[src/hw/aes_ctr_pkg.sv]
// AES CTR counter stage shared definitions
// Sparse two-value encoding, counter widths, counter word and rail bundle
`default_nettype none

package aes_ctr_pkg;

  // Number of rails, one per bit of the sparse encoding
  localparam int Sp2VWidth = 3;

  // Sparse two-value code, min Hamming distance 3
  // Anything else is a fault
  typedef enum logic [Sp2VWidth-1:0] {
    SP2V_HIGH = 3'b011,
    SP2V_LOW  = 3'b100
  } sp2v_e;

  // Rails whose bit is set in SP2V_HIGH run active high
  // Rails 0 and 1 active high, rail 2 active low
  localparam logic [Sp2VWidth-1:0] SP2V_LOGIC_HIGH = SP2V_HIGH;

  // Counter geometry
  localparam int CtrWidth      = 128;
  localparam int SliceSize     = 16;
  localparam int NumSlices     = CtrWidth / SliceSize;
  localparam int SliceIdxWidth = 3;

  // Counter word as a byte string
  // Byte 0 of the string sits in bits 7:0, so the word is big endian by string
  // order and needs a byte swap before slice arithmetic
  typedef union packed {
    logic [CtrWidth/8-1:0][7:0]           bytes;
    // Only meaningful after the byte swap, slice 0 least significant
    logic [NumSlices-1:0][SliceSize-1:0]  slices;
  } ctr_word_u;

  // One sparse write enable per slice
  typedef sp2v_e [NumSlices-1:0] ctr_slice_we_t;

  // Outputs of a single controller rail
  // ready and we are in the rail's own polarity
  typedef struct packed {
    logic [SliceIdxWidth-1:0] slice_idx;
    logic [SliceSize-1:0]     slice;
    logic                     ready;
    logic                     we;
    logic                     alert;
  } ctr_rail_t;

endpackage

`default_nettype wire
[src/hw/aes_ctr_top.sv]
// AES CTR counter stage top level
// Counter register plus redundant increment control
`timescale 1ns/100ps
`default_nettype none

module aes_ctr_top (
  input  wire logic                     clk_i,
  input  wire logic                     rst_n_i,
  input  wire logic                     load_i,
  input  wire aes_ctr_pkg::ctr_word_u   iv_i,
  input  wire aes_ctr_pkg::sp2v_e       incr_i,
  output aes_ctr_pkg::sp2v_e            ready_o,
  output aes_ctr_pkg::ctr_word_u        ctr_o,
  output logic                          alert_o
);

  // Word computed by control, written back slice-wise
  aes_ctr_pkg::ctr_word_u      ctr_upd;
  aes_ctr_pkg::ctr_slice_we_t  ctr_we;

  ////////////////////////////////////////////////////////////////////////////
  // Storage
  aes_ctr_reg u_reg (
    .clk_i    ( clk_i   ),
    .rst_n_i  ( rst_n_i ),
    .load_i   ( load_i  ),
    .iv_i     ( iv_i    ),
    .ctr_i    ( ctr_upd ),
    .ctr_we_i ( ctr_we  ),
    .ctr_o    ( ctr_o   )
  );

  ////////////////////////////////////////////////////////////////////////////
  // Control
  aes_ctr u_ctr (
    .clk_i    ( clk_i   ),
    .rst_n_i  ( rst_n_i ),
    .incr_i   ( incr_i  ),
    .ready_o  ( ready_o ),
    .alert_o  ( alert_o ),
    // Current value in, updated value out
    .ctr_i    ( ctr_o   ),
    .ctr_o    ( ctr_upd ),
    .ctr_we_o ( ctr_we  )
  );

endmodule

`default_nettype wire

[src/hw/aes_ctr.sv]
// AES CTR counter control
// Redundant rails increment the counter one slice at a time and cross-check each other
`timescale 1ns/100ps
`default_nettype none

module aes_ctr (
  input  wire logic                          clk_i,
  input  wire logic                          rst_n_i,
  input  wire aes_ctr_pkg::sp2v_e            incr_i,
  output aes_ctr_pkg::sp2v_e                 ready_o,
  output logic                               alert_o,
  input  wire aes_ctr_pkg::ctr_word_u        ctr_i,
  output aes_ctr_pkg::ctr_word_u             ctr_o,
  output aes_ctr_pkg::ctr_slice_we_t         ctr_we_o
);

  // Byte swap between string order and integer order
  function automatic aes_ctr_pkg::ctr_word_u rev_bytes(aes_ctr_pkg::ctr_word_u w);
    aes_ctr_pkg::ctr_word_u r;
    for (int i = 0; i < aes_ctr_pkg::CtrWidth / 8; i++) begin
      r.bytes[i] = w.bytes[aes_ctr_pkg::CtrWidth/8 - 1 - i];
    end
    return r;
  endfunction

  aes_ctr_pkg::ctr_word_u                   ctr_i_rev;
  aes_ctr_pkg::ctr_word_u                   ctr_o_rev;
  logic [aes_ctr_pkg::SliceSize-1:0]        ctr_i_slice;
  logic [aes_ctr_pkg::SliceSize-1:0]        ctr_o_slice;
  logic [aes_ctr_pkg::SliceIdxWidth-1:0]    ctr_slice_idx;
  aes_ctr_pkg::sp2v_e                       ctr_we;

  logic [aes_ctr_pkg::Sp2VWidth-1:0]        incr_raw;
  logic                                     incr_err;
  logic                                     mr_err;

  // One entry per rail
  aes_ctr_pkg::ctr_rail_t [aes_ctr_pkg::Sp2VWidth-1:0] rails;
  logic [aes_ctr_pkg::Sp2VWidth-1:0]        sp_ready;
  logic [aes_ctr_pkg::Sp2VWidth-1:0]        sp_we;
  logic [aes_ctr_pkg::Sp2VWidth-1:0]        mr_alert;

  ////////////////////////////////////////////////////////////////////////////
  // Inputs

  assign ctr_i_rev = rev_bytes(ctr_i);

  // Registered, checked request
  aes_ctr_sparse_chk u_incr_chk (
    .clk_i   ( clk_i    ),
    .rst_n_i ( rst_n_i  ),
    .sel_i   ( incr_i   ),
    .sel_o   ( incr_raw ),
    .err_o   ( incr_err )
  );

  // Slice under work, picked by the agreed index
  assign ctr_i_slice = ctr_i_rev.slices[ctr_slice_idx];

  ////////////////////////////////////////////////////////////////////////////
  // Redundant rails

  // Each rail gets one bit of the sparse request
  for (genvar i = 0; i < aes_ctr_pkg::Sp2VWidth; i++) begin : gen_rail
    aes_ctr_fsm #(
      .RailActiveHigh ( aes_ctr_pkg::SP2V_LOGIC_HIGH[i] )
    ) u_fsm (
      .clk_i       ( clk_i       ),
      .rst_n_i     ( rst_n_i     ),
      .incr_i      ( incr_raw[i] ),
      .incr_err_i  ( incr_err    ),
      .mr_err_i    ( mr_err      ),
      .ctr_slice_i ( ctr_i_slice ),
      .rail_o      ( rails[i]    )
    );
  end

  // OR-combine the rails, then hold each one against the result
  always_comb begin
    ctr_slice_idx = '0;
    ctr_o_slice   = '0;
    mr_err        = 1'b0;

    for (int i = 0; i < aes_ctr_pkg::Sp2VWidth; i++) begin
      sp_ready[i]    = rails[i].ready;
      sp_we[i]       = rails[i].we;
      mr_alert[i]    = rails[i].alert;
      ctr_slice_idx |= rails[i].slice_idx;
      ctr_o_slice   |= rails[i].slice;
    end

    // Any rail off the combined value is a fault
    for (int i = 0; i < aes_ctr_pkg::Sp2VWidth; i++) begin
      if ((rails[i].slice_idx != ctr_slice_idx) || (rails[i].slice != ctr_o_slice)) begin
        mr_err = 1'b1;
      end
    end
  end

  // Rail bits back into sparse codes
  assign ready_o = aes_ctr_pkg::sp2v_e'(sp_ready);
  assign ctr_we  = aes_ctr_pkg::sp2v_e'(sp_we);

  // One alerting rail is enough
  assign alert_o = |mr_alert;

  ////////////////////////////////////////////////////////////////////////////
  // Outputs

  // Updated slice dropped into the integer-order word
  always_comb begin
    ctr_o_rev                      = ctr_i_rev;
    ctr_o_rev.slices[ctr_slice_idx] = ctr_o_slice;
  end

  // Enables in integer order, register maps them back
  always_comb begin
    ctr_we_o                = {aes_ctr_pkg::NumSlices{aes_ctr_pkg::SP2V_LOW}};
    ctr_we_o[ctr_slice_idx] = ctr_we;
  end

  assign ctr_o = rev_bytes(ctr_o_rev);

  // Rails that disagree end up alerting next cycle
  a_alert_on_mismatch : assert property (
    @(posedge clk_i) disable iff (!rst_n_i) mr_err |=> alert_o
  );

endmodule

`default_nettype wire

[src/hw/aes_ctr_reg.sv]
// AES CTR counter register
// Holds the 128-bit counter, loads the initial value and writes selected slices
`timescale 1ns/100ps
`default_nettype none

module aes_ctr_reg (
  input  wire logic                          clk_i,
  input  wire logic                          rst_n_i,
  input  wire logic                          load_i,
  input  wire aes_ctr_pkg::ctr_word_u        iv_i,
  input  wire aes_ctr_pkg::ctr_word_u        ctr_i,
  input  wire aes_ctr_pkg::ctr_slice_we_t    ctr_we_i,
  output aes_ctr_pkg::ctr_word_u             ctr_o
);

  aes_ctr_pkg::ctr_word_u                 ctr_q;
  // Per-slice write strobe in storage order
  logic [aes_ctr_pkg::NumSlices-1:0]      we_high;

  // Enables come in integer order
  // Integer slice k covers string bytes of storage slice NumSlices-1-k
  always_comb begin
    for (int j = 0; j < aes_ctr_pkg::NumSlices; j++) begin
      we_high[j] = (ctr_we_i[aes_ctr_pkg::NumSlices-1-j] == aes_ctr_pkg::SP2V_HIGH);
    end
  end

  // Load wins over slice writes
  always_ff @(posedge clk_i or negedge rst_n_i) begin
    if (!rst_n_i) begin
      ctr_q <= '0;
    end else if (load_i) begin
      ctr_q <= iv_i;
    end else begin
      for (int j = 0; j < aes_ctr_pkg::NumSlices; j++) begin
        if (we_high[j]) begin
          ctr_q.slices[j] <= ctr_i.slices[j];
        end
      end
    end
  end

  assign ctr_o = ctr_q;

  // Control walks one slice at a time
  a_one_slice_we : assert property (
    @(posedge clk_i) disable iff (!rst_n_i) $onehot0(we_high)
  );

endmodule

`default_nettype wire

[src/hw/aes_ctr_fsm.sv]
// Single-rail counter controller
// Walks the counter slice by slice while the carry propagates, polarity set per rail
`timescale 1ns/100ps
`default_nettype none

module aes_ctr_fsm #(
  parameter bit RailActiveHigh = 1'b1
) (
  input  wire logic                                 clk_i,
  input  wire logic                                 rst_n_i,
  input  wire logic                                 incr_i,
  input  wire logic                                 incr_err_i,
  input  wire logic                                 mr_err_i,
  input  wire logic [aes_ctr_pkg::SliceSize-1:0]    ctr_slice_i,
  output aes_ctr_pkg::ctr_rail_t                    rail_o
);

  // Sparse state codes, min Hamming distance 3
  localparam logic [5:0] StIdle  = 6'b100101;
  localparam logic [5:0] StIncr  = 6'b011011;
  localparam logic [5:0] StError = 6'b110010;

  localparam logic [aes_ctr_pkg::SliceSize-1:0] SliceOne =
      {{(aes_ctr_pkg::SliceSize-1){1'b0}}, 1'b1};
  localparam logic [aes_ctr_pkg::SliceIdxWidth-1:0] IdxOne =
      {{(aes_ctr_pkg::SliceIdxWidth-1){1'b0}}, 1'b1};
  // Slice count is a power of two
  localparam logic [aes_ctr_pkg::SliceIdxWidth-1:0] LastIdx =
      {aes_ctr_pkg::SliceIdxWidth{1'b1}};

  logic [5:0]                              state_q, state_d;
  logic [aes_ctr_pkg::SliceIdxWidth-1:0]   idx_q, idx_d;
  logic                                    incr;
  logic                                    carry;
  logic                                    ready;
  logic                                    we;
  logic                                    alert;

  // Rail-local view of the request
  assign incr = (incr_i == RailActiveHigh);

  // All ones in the slice means the add ripples into the next one
  assign carry = (ctr_slice_i == {aes_ctr_pkg::SliceSize{1'b1}});

  ////////////////////////////////////////////////////////////////////////////
  // Next state
  always_comb begin
    state_d = state_q;
    idx_d   = idx_q;
    ready   = 1'b0;
    we      = 1'b0;
    alert   = 1'b0;

    case (state_q)
      StIdle: begin
        ready = 1'b1;
        // Start at the least significant slice
        if (incr) begin
          idx_d   = '0;
          state_d = StIncr;
        end
      end

      StIncr: begin
        we = 1'b1;
        if (carry && (idx_q != LastIdx)) begin
          idx_d = idx_q + IdxOne;
        end else begin
          // Carry absorbed, or wrapped past the top slice
          idx_d   = '0;
          state_d = StIdle;
        end
      end

      // Terminal until reset
      StError: begin
        alert = 1'b1;
      end

      // Any corrupted state code
      default: begin
        alert   = 1'b1;
        state_d = StError;
      end
    endcase

    // Input fault or rail disagreement overrides everything
    if (incr_err_i || mr_err_i) begin
      state_d = StError;
    end
  end

  always_ff @(posedge clk_i or negedge rst_n_i) begin
    if (!rst_n_i) begin
      state_q <= StIdle;
      idx_q   <= '0;
    end else begin
      state_q <= state_d;
      idx_q   <= idx_d;
    end
  end

  ////////////////////////////////////////////////////////////////////////////
  // Outputs
  assign rail_o.slice_idx = idx_q;
  assign rail_o.slice     = ctr_slice_i + SliceOne;
  // Back into rail polarity
  assign rail_o.ready     = RailActiveHigh ? ready : ~ready;
  assign rail_o.we        = RailActiveHigh ? we : ~we;
  assign rail_o.alert     = alert;

  // No slice write from an idle rail
  a_no_we_in_idle : assert property (
    @(posedge clk_i) disable iff (!rst_n_i)
    (state_q == StIdle) |-> (rail_o.we != RailActiveHigh)
  );

endmodule

`default_nettype wire

[src/hw/aes_ctr_sparse_chk.sv]
// Sparse signal check
// Registers a sparse two-value signal and flags any code outside the valid pair
`timescale 1ns/100ps
`default_nettype none

module aes_ctr_sparse_chk (
  input  wire logic                             clk_i,
  input  wire logic                             rst_n_i,
  input  wire aes_ctr_pkg::sp2v_e               sel_i,
  output logic [aes_ctr_pkg::Sp2VWidth-1:0]     sel_o,
  output logic                                  err_o
);

  logic [aes_ctr_pkg::Sp2VWidth-1:0] sel_q;
  logic                              err_q;
  logic                              sel_valid;

  // Only the two sparse codes are legal
  assign sel_valid = (sel_i == aes_ctr_pkg::SP2V_HIGH) || (sel_i == aes_ctr_pkg::SP2V_LOW);

  // One register stage, idle value is the inactive code
  always_ff @(posedge clk_i or negedge rst_n_i) begin
    if (!rst_n_i) begin
      sel_q <= aes_ctr_pkg::SP2V_LOW;
      err_q <= 1'b0;
    end else begin
      sel_q <= sel_i;
      err_q <= !sel_valid;
    end
  end

  assign sel_o = sel_q;
  assign err_o = err_q;

  // Fault reported in step with the registered value
  a_err_follows_bad_code : assert property (
    @(posedge clk_i) disable iff (!rst_n_i) !sel_valid |=> err_o
  );

endmodule

`default_nettype wire

[config.mk]
export PLATFORM = sky130hd
export DESIGN_NAME = aes_ctr_top
export DESIGN_NICKNAME = d
export VERILOG_FILES = /design/src/hw/aes_ctr_pkg.sv /design/src/hw/aes_ctr_top.sv /design/src/hw/aes_ctr.sv /design/src/hw/aes_ctr_reg.sv /design/src/hw/aes_ctr_fsm.sv /design/src/hw/aes_ctr_sparse_chk.sv
export SDC_FILE = /design/constraint.sdc
export NUM_CORES = 1
export LEC_CHECK = 0
export ABC_CLOCK_PERIOD_IN_PS = 3400
export BUFFER_PORTS_ARGS = -buffer_cell sky130_fd_sc_hd__buf_2
export CORE_ASPECT_RATIO = 0.6
export CORE_MARGIN = 2
export CORE_UTILIZATION = 51
export DETAILED_ROUTE_END_ITERATION = 10
export GPL_TIMING_DRIVEN = 0
export HOLD_SLACK_MARGIN = 0.15
export PLACE_DENSITY = 0.8
export SYNTH_ARGS = -nofsm -noshare
export SYNTH_HDL_FRONTEND = slang
export SYNTH_SLANG_ARGS = --single-unit
[constraint.sdc]
create_clock -name clk_i -period 3.4 [get_ports clk_i]
set_clock_uncertainty 0.1 [all_clocks]
set_input_delay 0.17 -clock clk_i [delete_from_list [all_inputs] [get_ports clk_i]]
set_output_delay 0.17 -clock clk_i [all_outputs]
set_load 0.005 [all_outputs]
After elaboration in Yosys (flattened, before gate mapping)
Index checks and enable logic that the tools add are counted.

operators by class
  $add $sub $neg = 4
  magnitude comparators = 2
  equality and inequality tests = 39
  mux-type cells = 49
  bitwise operators = 9
  reduce and logical (&&, ||, !) cells = 31

operator list
  kind                     count
  $mux W16                 10
  $bwmux W128              1
  $mux W128                1
  $mux W6                  9
  $pmux W6 S3              3
  $bmux W16 S3             1
  $demux W16 S3            1
  $eq A6 B6 Y1 const B     6
  $or A16 B16 Y16          2
  $eq A3 B2 Y1 const B     9
  $reduce_bool A2 Y1       11
  $mux W3                  7
  $eq A6 B5 Y1 const B     3
  $pmux W3 S2              3
  $add A16 B1 Y16 const B  1
  $and A16 B16 Y16         1
  $eq A16 B16 Y1 const B   1
  $ne A16 B16 Y1           1
  $ne A3 B3 Y1 const B     5
  $mux W1                  12
  $add A3 B1 Y3 const B    3
  $demux W3 S3             1
  $ne A3 B2 Y1 const B     3
  $ne A3 B3 Y1             3
  17 further kinds         36

word-level totals
  register bits = 159
  input port bits = 134
  output and inout port bits = 132
  word-level logic and storage cells = 150

Depth between registers and ports, before layout
Gate-level depths: netlist (run 1).

  depth after elaboration = 15
  gate-level depth with buffers = 13
  depth with buffers taken out = 11

Modules after synthesis
From an unflattened synthesis (run 1), not the netlist that was laid out.

unflattened totals
  cell total of the unflattened synthesis = 1267
  area, all modules = 12239.2 µm²

by module, submodules not included
  module                                      instances  cells each  area an instance (µm²)  sequential area each (µm²)
  aes_ctr_reg                                 1          423         6861.6                  3203.1
  aes_ctr                                     1          610         3161.8                  0.0
  aes_ctr_fsm at u_ctr.gen_rail[0].u_fsm ...  2          78          720.7                   203.9
  aes_ctr_fsm at u_ctr.gen_rail[2].u_fsm      1          71          655.6                   203.9
  aes_ctr_sparse_chk                          1          7           118.9                   101.3

Worst setup path before layout (run 1)
Ideal clock, no wire load.

  path kind = register to register
  start point = register u_ctr.gen_rail[1].u_fsm.idx_q[0] (netlist name)
  end point = register u_reg.ctr_q (netlist bit u_reg.ctr_o[23])
  setup time = 0.142 ns
  arrival time = 2.838 ns
  required time = 3.158 ns
  setup slack = 0.319 ns
  cell stages (with the launch flop) = 11
  buffers on the path = 3
  period minus slack after synthesis = 3.081 ns
  cell sequence = dfrtp_1 > buf_2 > or3_4 > buf_6 > buf_6 > mux2i_1 > a221oi_1 > o211ai_1 > or4_4 > xnor2_2 > o221ai_1

between the ends
  word-level cells in the longest chain between the ends = 10
  elaborated cells between the ends (all ways) = 22
  classes of those cells = add/sub (1); order compare (2); eq/ne (1); mux (9); bitwise (7); reduce/logical (2)

RTL lines
  element                                                                       RTL line                                       RTL
  from (decl)                                                                   aes_ctr_fsm.sv:32                              logic [aes_ctr_pkg::SliceIdxWidth-1:0] idx_q, idx_d;
  from (signal assigned)                                                        aes_ctr_fsm.sv:99                              idx_q <= idx_d;
  $or A3 B3 Y3 * (2 in series)                                                  aes_ctr.sv:88                                  ctr_slice_idx |= rails[i].slice_idx;
  $bmux W16 S3 (tied with other cells)                                          aes_ctr.sv:58                                  assign ctr_i_slice = ctr_i_rev.slices[ctr_slice_idx];
  $mux W16 (not written as such) / $logic_and A1 B1 Y1 (equally long branches)  aes_ctr.sv:58, aes_ctr.sv:113, aes_ctr.sv:119
  $add A16 B1 Y16 / $mux W3 (equally long branches)                             aes_ctr_fsm.sv:106, aes_ctr.sv:119
  $or A16 B16 Y16 / $demux W3 S3 (equally long branches)                        -
  $or A16 B16 Y16 / $not A8 Y8 (equally long branches)                          -
  $bwmux W128 / $or A8 B8 Y8 (equally long branches)                            -
  $mux W16 / $eq A3 B2 Y1 (equally long branches)                               aes_ctr_reg.sv:36, aes_ctr_reg.sv:24
  $mux W128 / $reduce_bool A2 Y1 (equally long branches)                        -
  to (signal assigned)                                                          aes_ctr_reg.sv:33                              ctr_q <= iv_i;
  to (decl)                                                                     aes_ctr_reg.sv:16                              aes_ctr_pkg::ctr_word_u ctr_q;

Mark *: on every way between the ends. The rest lies on a longest branch, timed or not. The select of a mux whose other input is x is not followed.
A chain may end at the register's enable or synchronous reset.

Worst setup path after layout (run 1)
  start point = register u_ctr.gen_rail[1].u_fsm.idx_q[0] (netlist name)
  end point = register u_reg.ctr_q (netlist bit u_reg.ctr_o[71])

Same word-level chain as after synthesis.

==> results_dict.tcl, run 1 <==
set metrics [dict create \
    status "complete, but fails checks" \
    violations "setup timing" \
    critPathKind "reg2reg" \
    cts_sinks 156 \
    synth_cell_types 66 \
    max_stage_delay_ns 0.58 \
    min_path_type "in2async" \
    insertion_delay_ns 0.44 \
    hold_viol 0 \
    worstMarginPinSlew_ns 1.02 \
    drt-initial-drc-count 1791 \
    yosys.area.top_type "dfrtp_1" \
    reg2reg_from "u_ctr.gen_rail[1].u_fsm.idx_q[0]" \
    slew_viol_final 0 \
    num_antenna_cells 0 \
    timing.final.crit_share_pct 101 \
    reg2reg_setup_slack_ns -0.04 \
    die-area_um2 17900 \
    vias 11000 \
    rr_endpoint "u_reg.ctr_o[71]" \
    crit_buf_inv 4 \
    drv_cap 0 \
    routed_wl_mm 44.5 \
    path_max_fanout 10 \
    yosys_warnings 0 \
    cts_buffers 17 \
    port_buffers 264 \
    dp_slack_ns -0.998 \
    cts_max_path_buffers 2 \
    synth_edf_count 0 \
    synthArstFlopShare_pct 100 \
    power_density_nw_per_um2 400 \
    finalCriticalPeriod_ns 3.44 \
    grt_pass1_vias 10200 \
    drc 0 \
    ir_worst_vdd_mv 0.337 \
    slew_headroom_pct 31.8 \
    cpLargestDelayFamily "buffers and inverters" \
    ant_nets 0 \
    cts_tree "built" \
    die_h_um 105 \
    yosys-top-cells-area "dfrtp_1 (43%), nand2_1 (9.4%), o21ai_0 (5.1%), a21oi_1 (5.0%), o221ai_1 (4.6%)" \
    start_util_pct 52.5 \
    netlist_instances 976 \
    grt_use_total_pct 49.0 \
    grt_max_degree 91 \
    clockRootBuffer "clkbuf_16" \
    boundaryPins 266 \
    place.gp.congestion 1.05 \
    antenna_found_initial 1 \
    nets 1559 \
    first_pass_iters 7 \
    overflow 0 \
    synth_area_um2 8590 \
    p_leak_nw 5.77 \
    cp-endpoint "u_reg.ctr_o[71]" \
    grt_pass1_wl_mm 63.9 \
    path_cells "buf_2 > nor3_4 > buf_6 > clkbuf_4 > a21oi_1 > a22oi_1 > mux2_2 > o211ai_1 > or4_4 > xnor2_4 > buf_12 > o221ai_1" \
    ys_seq_area_share_pct 45.6 \
    r2r_cells 12 \
    wl_per_cell_um 26.8 \
    path_depth 12 \
    htree_levels 4 \
    path_clk_slew_ns 0.07 \
    setup_viol 6 \
    cp_slowest_cell "or4_4" \
    synth_top_area_share_pct 42.6 \
    fmax_mhz 290 \
    postLayoutSetupSlackWorst_ns -0.0445 \
    viasPerCell 6.62 \
    coreArea_um2 16400 \
    dp_hpwl_mm 31.0 \
    synth_area_per_cell_um2 8.80 \
    synth-seq-cells 156 \
    layout-drive-gt1-share_pct 30.6 \
    cp-end-kind "register" \
    critPathLaunchType "register" \
    arrival_ns 3.62 \
    die_w_um 172 \
    cp-startpoint "u_ctr.gen_rail[1].u_fsm.idx_q[0]" \
    syn2layout_area_growth_pct 49.7 \
    yosys_most_used_dff "dfrtp_1" \
    rows 36 \
    whs_ns 0.179 \
    worstPathRequired_ns 3.58 \
    syn-num-nets 1117 \
]
through the flow:
step | power [W] | setup TNS (ns) | cells | utilization, % | area, um^2
after floorplan | 0.00247 | 0 | 976 | - | 8590
after global placement | 0.00294 | -98.98 | 1468 | 62.3 | 10200
after detailed placement | 0.00296 | -69.94 | 1469 | 62.5 | 10200
after CTS | 0.00499 | 0 | 1646 | 76.5 | 12500
after global routing | 0.00525 | -0.118 | 1659 | 78.6 | 12900
final | 0.00515 | -0.165 | 1659 | 78.6 | 12900
synth_stat cells (6+ instances only):
library cell,count
mux2i_1,19
nand2_1,215
a22o_1,9
clkbuf_1,45
buf_4,6
o21ai_0,88
o21a_1,6
dfrtp_1,146
a31oi_1,17
and3_1,12
xor2_1,6
nand4_1,6
mux2_2,6
o21ai_1,6
a211oi_1,8
a21o_1,6
nor4_1,6
a2bb2oi_1,7
o221ai_1,45
nor3_1,12
nor2_1,28
inv_1,10
a21oi_1,86
ha_1,7
nand3_1,24
a22oi_1,29
dfstp_2,10
or3_1,9
and2_1,16
buf_2,16
layout make-up:
| class | count | area (um^2) |
|---|---|---|
| fill | 1120 | 3500 |
| tap | 228 | 285 |
| clock inverter | 13 | 118 |
| sequential | 156 | 3920 |
| buffer | 74 | 395 |
| clock buffer | 19 | 453 |
| inverter | 10 | 37.5 |
| multi-input combinational | 736 | 4680 |
| timing repair buffer | 423 | 2960 |
repair_timing:
item,in CTS,in global routing
hold buffers,132,0
pin swaps,8,6
hold endpoints to repair,198,0
setup buffers,13,13
gates resized for setup,44,54
endpoints found under the setup margin,140,137
flip-flops by register name (all words and copies together) (netlist names):
register,flops
u_reg.ctr_o,128
u_ctr.u_incr_chk.err_o,1
u_ctr.gen_rail.u_fsm.state_q,15
u_ctr.u_incr_chk.sel_o,3
u_ctr.gen_rail.u_fsm.idx_q,9
cells in the final DEF (no fill, tap or decap), types with 5 or more instances in the layout:
master         synthesis  layout
buf_2                 16     269
nand2_1              215     213
dfrtp_1              146     141
dlygate4sd3_1          0     132
o21ai_0               88      86
a21oi_1               86      84
o221ai_1              45      45
clkbuf_1              45      40
buf_4                  6      27
nor2_1                28      27
a22oi_1               29      26
nand3_1               24      21
mux2i_1               19      17
clkbuf_16              0      17
and2_1                16      16
a31oi_1               17      16
and3_1                12      12
dfstp_2               10      10
nor3_1                12       9
buf_6                  4       9
a22o_1                 9       9
inv_1                 10       8
or3_1                  9       8
inv_6                  0       7
buf_12                 0       7
nand4_1                6       6
a21o_1                 6       6
o21ai_1                6       6
a2bb2oi_1              7       6
o21a_1                 6       6
ha_1                   7       6
clkbuf_4               0       5
mux2_2                 6       5
a211oi_1               8       5
dfrtp_2                0       5
metal layers:
layer | vias up | routed length, um | track usage, %
li1 | 4470 | - | -
met1 | 5189 | 16700 | 68.4
met2 | 1170 | 17600 | 65.9
met3 | 156 | 8780 | 25.6
met4 | 2 | 1330 | 13.3
met5 | - | 13 | 0
power breakdown:
group | switching [W] | internal [W]
sequential | 0.000197 | 0.00199
clock | 0.000921 | 0.00101
combinational | 0.000548 | 0.000477
total | 0.00167 | 0.00348
cell families (layout without fill, tap and decap cells):
| kind of cell | count (synthesis) | count (layout) | synth area share (%) |
|---|---|---|---|
| flops | 156 | 156 | 45.6 |
| mux | 25 | 25 | 3.00 |
| compound gates | 335 | 335 | 25.1 |
| buf+inv | 84 | 539 | 4.52 |
| xor+xnor | 13 | 13 | 1.50 |
| simple gates | 356 | 356 | 19.3 |
| fa+ha+maj | 7 | 7 | 1.02 |
worst min path at each step:
stage	endpoint	cells past startpoint	startpoint
after detailed placement	u_reg.ctr_o[108]	1	rst_n_i
final	u_reg.ctr_o[108]	2	rst_n_i
after floorplan	u_ctr.gen_rail[0].u_fsm.idx_q[0]	0	rst_n_i
after global placement	u_ctr.u_incr_chk.sel_o[2]	1	incr_i[2]
after CTS	u_reg.ctr_o[108]	2	rst_n_i
after global routing	u_reg.ctr_o[108]	2	rst_n_i
Power figures use the tool's default switching activity.
==> run 2, diff against run 1 <==
--- a/config.mk
+++ b/config.mk
@@ -15,5 +15,7 @@
 export HOLD_SLACK_MARGIN = 0.15
 export PLACE_DENSITY = 0.8
+export SLEW_MARGIN = 25
 export SYNTH_ARGS = -nofsm -noshare
 export SYNTH_HDL_FRONTEND = slang
 export SYNTH_SLANG_ARGS = --single-unit
+export TNS_END_PERCENT = 5
--- a/constraint.sdc
+++ b/constraint.sdc
@@ -3,3 +3,3 @@
 set_input_delay 0.17 -clock clk_i [delete_from_list [all_inputs] [get_ports clk_i]]
 set_output_delay 0.17 -clock clk_i [all_outputs]
-set_load 0.005 [all_outputs]
+set_load 0.01 [all_outputs]
==> run 2 against run 1 <==
The flow still finishes with violations (setup timing). Total power up 0.67%. Setup slack worse by 0.038 ns. Clock-buffer cell count unchanged. Flip-flop and latch count unchanged. Critical path type unchanged.
==> results_dict.tcl, run 2 (synthesis results as in run 1) <==
set metrics [dict create \
    grt_pass1_vias 10300 \
    dp_hpwl_mm 30.9 \
    place.gp.congestion 1.05 \
    final_common_cell "buf_2" \
    placed_area_um2 10200 \
    post-route-cell-area_um2 12800 \
    setup_viol 32 \
    multi_input_area_um2 4650 \
    htree_levels 4 \
    cp_slowest_cell "xor2_2" \
    postLayoutSetupSlackWorst_ns -0.0829 \
    slew_headroom_pct 35.6 \
    status "complete, but fails checks" \
    finalCriticalPeriod_ns 3.48 \
    clockRootBuffer "clkbuf_16" \
    critPathKind "reg2reg" \
    layout-drive-gt1-share_pct 30.1 \
    num_antenna_cells 0 \
    rows 36 \
    p_leak_nw 5.75 \
    violations "setup timing" \
    grt_max_degree 91 \
    path_cells "buf_4 > or3_4 > buf_8 > mux2_2 > a2bb2oi_2 > nor3_2 > or2_1 > nand4_1 > xor2_2 > o221ai_1" \
    worstMarginPinSlew_ns 0.965 \
    path_max_fanout 10 \
    ir_worst_vdd_mv 0.361 \
    die-area_um2 17900 \
    drc 0 \
    final_core_util_pct 78.2 \
    boundaryPins 266 \
    die_h_um 105 \
    antenna_found_initial 1 \
    reg2reg_setup_slack_ns -0.08 \
    drt-initial-drc-count 1832 \
    max_stage_delay_ns 0.52 \
    start_util_pct 52.5 \
    largest_reg_flops 128 \
    nets 1555 \
    port_buffers 264 \
    arrival_ns 3.67 \
    fmax_mhz 287 \
    routed_wl_mm 44.4 \
    cts_sinks 156 \
    overflow 0 \
    viasPerCell 6.63 \
    cts_tree "built" \
    grt_pass1_wl_mm 63.6 \
    coreArea_um2 16400 \
    wl_per_cell_um 26.8 \
    cp-end-kind "register" \
    rsz0062_at_grt "yes" \
    min_path_type "in2async" \
    nFillCells 1132 \
    timing.final.crit_share_pct 102 \
    insertion_delay_ns 0.44 \
    path_clk_slew_ns 0.08 \
    whs_ns 0.155 \
    cts_buffers 17 \
    dp_slack_ns -0.963 \
    vias 11000 \
    critPathLaunchType "register" \
    drv_cap 0 \
    syn2layout_area_growth_pct 49.0 \
    hold_viol 0 \
    ant_nets 0 \
    grt_use_total_pct 48.6 \
    worstPathRequired_ns 3.59 \
    die_w_um 172 \
    power_density_nw_per_um2 405 \
    slew_viol_final 0 \
    first_pass_iters 8 \
    layout_common_cells "buf_2 (269), nand2_1 (214), dfrtp_1 (141), dlygate4sd3_1 (132), o21ai_0 (86)" \
    seqCellArea_um2 3920 \
    cts_max_path_buffers 2 \
]
run 2: path summary, 6_finish.rpt:
check                                                   startpoint                                 end  cells past startpoint
worst min-delay path                                       rst_n_i                    u_reg.ctr_o[108]                      2
min in group clk_i                                       incr_i[1]           u_ctr.u_incr_chk.sel_o[1]                      2
max in group asynchronous                                  rst_n_i                     u_reg.ctr_o[78]                      3
worst min register to register  u_ctr.gen_rail[1].u_fsm.state_q[4]  u_ctr.gen_rail[1].u_fsm.state_q[2]                      1
worst max register to register    u_ctr.gen_rail[1].u_fsm.idx_q[0]                    u_reg.ctr_o[113]                     10
worst max-delay path              u_ctr.gen_rail[1].u_fsm.idx_q[0]                    u_reg.ctr_o[113]                     10
run 2: report_power, final:
group	switching (W)	internal [W]	total, W
Sequential	0.000198	0.00199	0.00219
Combinational	0.000593	0.000468	0.00106
Clock	0.000920	0.00101	0.00193
run 2: cell type report:
| type | count | area share, % |
|---|---|---|
| Clock buffer | 19 | 3.54 |
| Inverter | 10 | 0.293 |
| Multi-Input combinational cell | 736 | 36.4 |
| Timing Repair Buffer | 419 | 22.8 |
| Sequential cell | 156 | 30.7 |
| Clock inverter | 13 | 0.920 |
| Tap cell | 228 | 2.23 |
| Buffer | 74 | 3.13 |
run 2: repair_timing:
item                                    in CTS  in global routing
endpoints found under the hold margin      279                  0
hold buffers                               132                  0
endpoints found under the setup margin     141                131
buffers inserted                             8                 14
pin swaps                                    6                  6
resized for setup                           42                 48
run 2: metal layers:
layer  up-vias  track usage, %  wire length [um]
li1       4461               -                 -
met1      5177            69.0             17000
met2      1140            63.8             17400
met3       181            24.3              8390
met4         6            14.2              1480
met5         -            5.51               147
run 2: worst max-delay path, delay by kind of cell (launching register included):
family | cells | cell delay, ns
compound gates | 2 | 0.31
xor+xnor | 1 | 0.52
buf+inv | 2 | 0.37
flops | 1 | 0.39
mux | 1 | 0.25
simple gates | 4 | 1.40
run 2: stage by stage:
stage | setup TNS (ns) | total power, W | cells
2_1_floorplan | 0 | 0.00252 | 976
3_3_place_gp | -98.98 | 0.00300 | 1468
3_5_place_dp | -62.94 | 0.00302 | 1469
4_1_cts | -0.703 | 0.00504 | 1641
5_1_grt | -1.17 | 0.00528 | 1655
6_report | -0.988 | 0.00518 | 1655
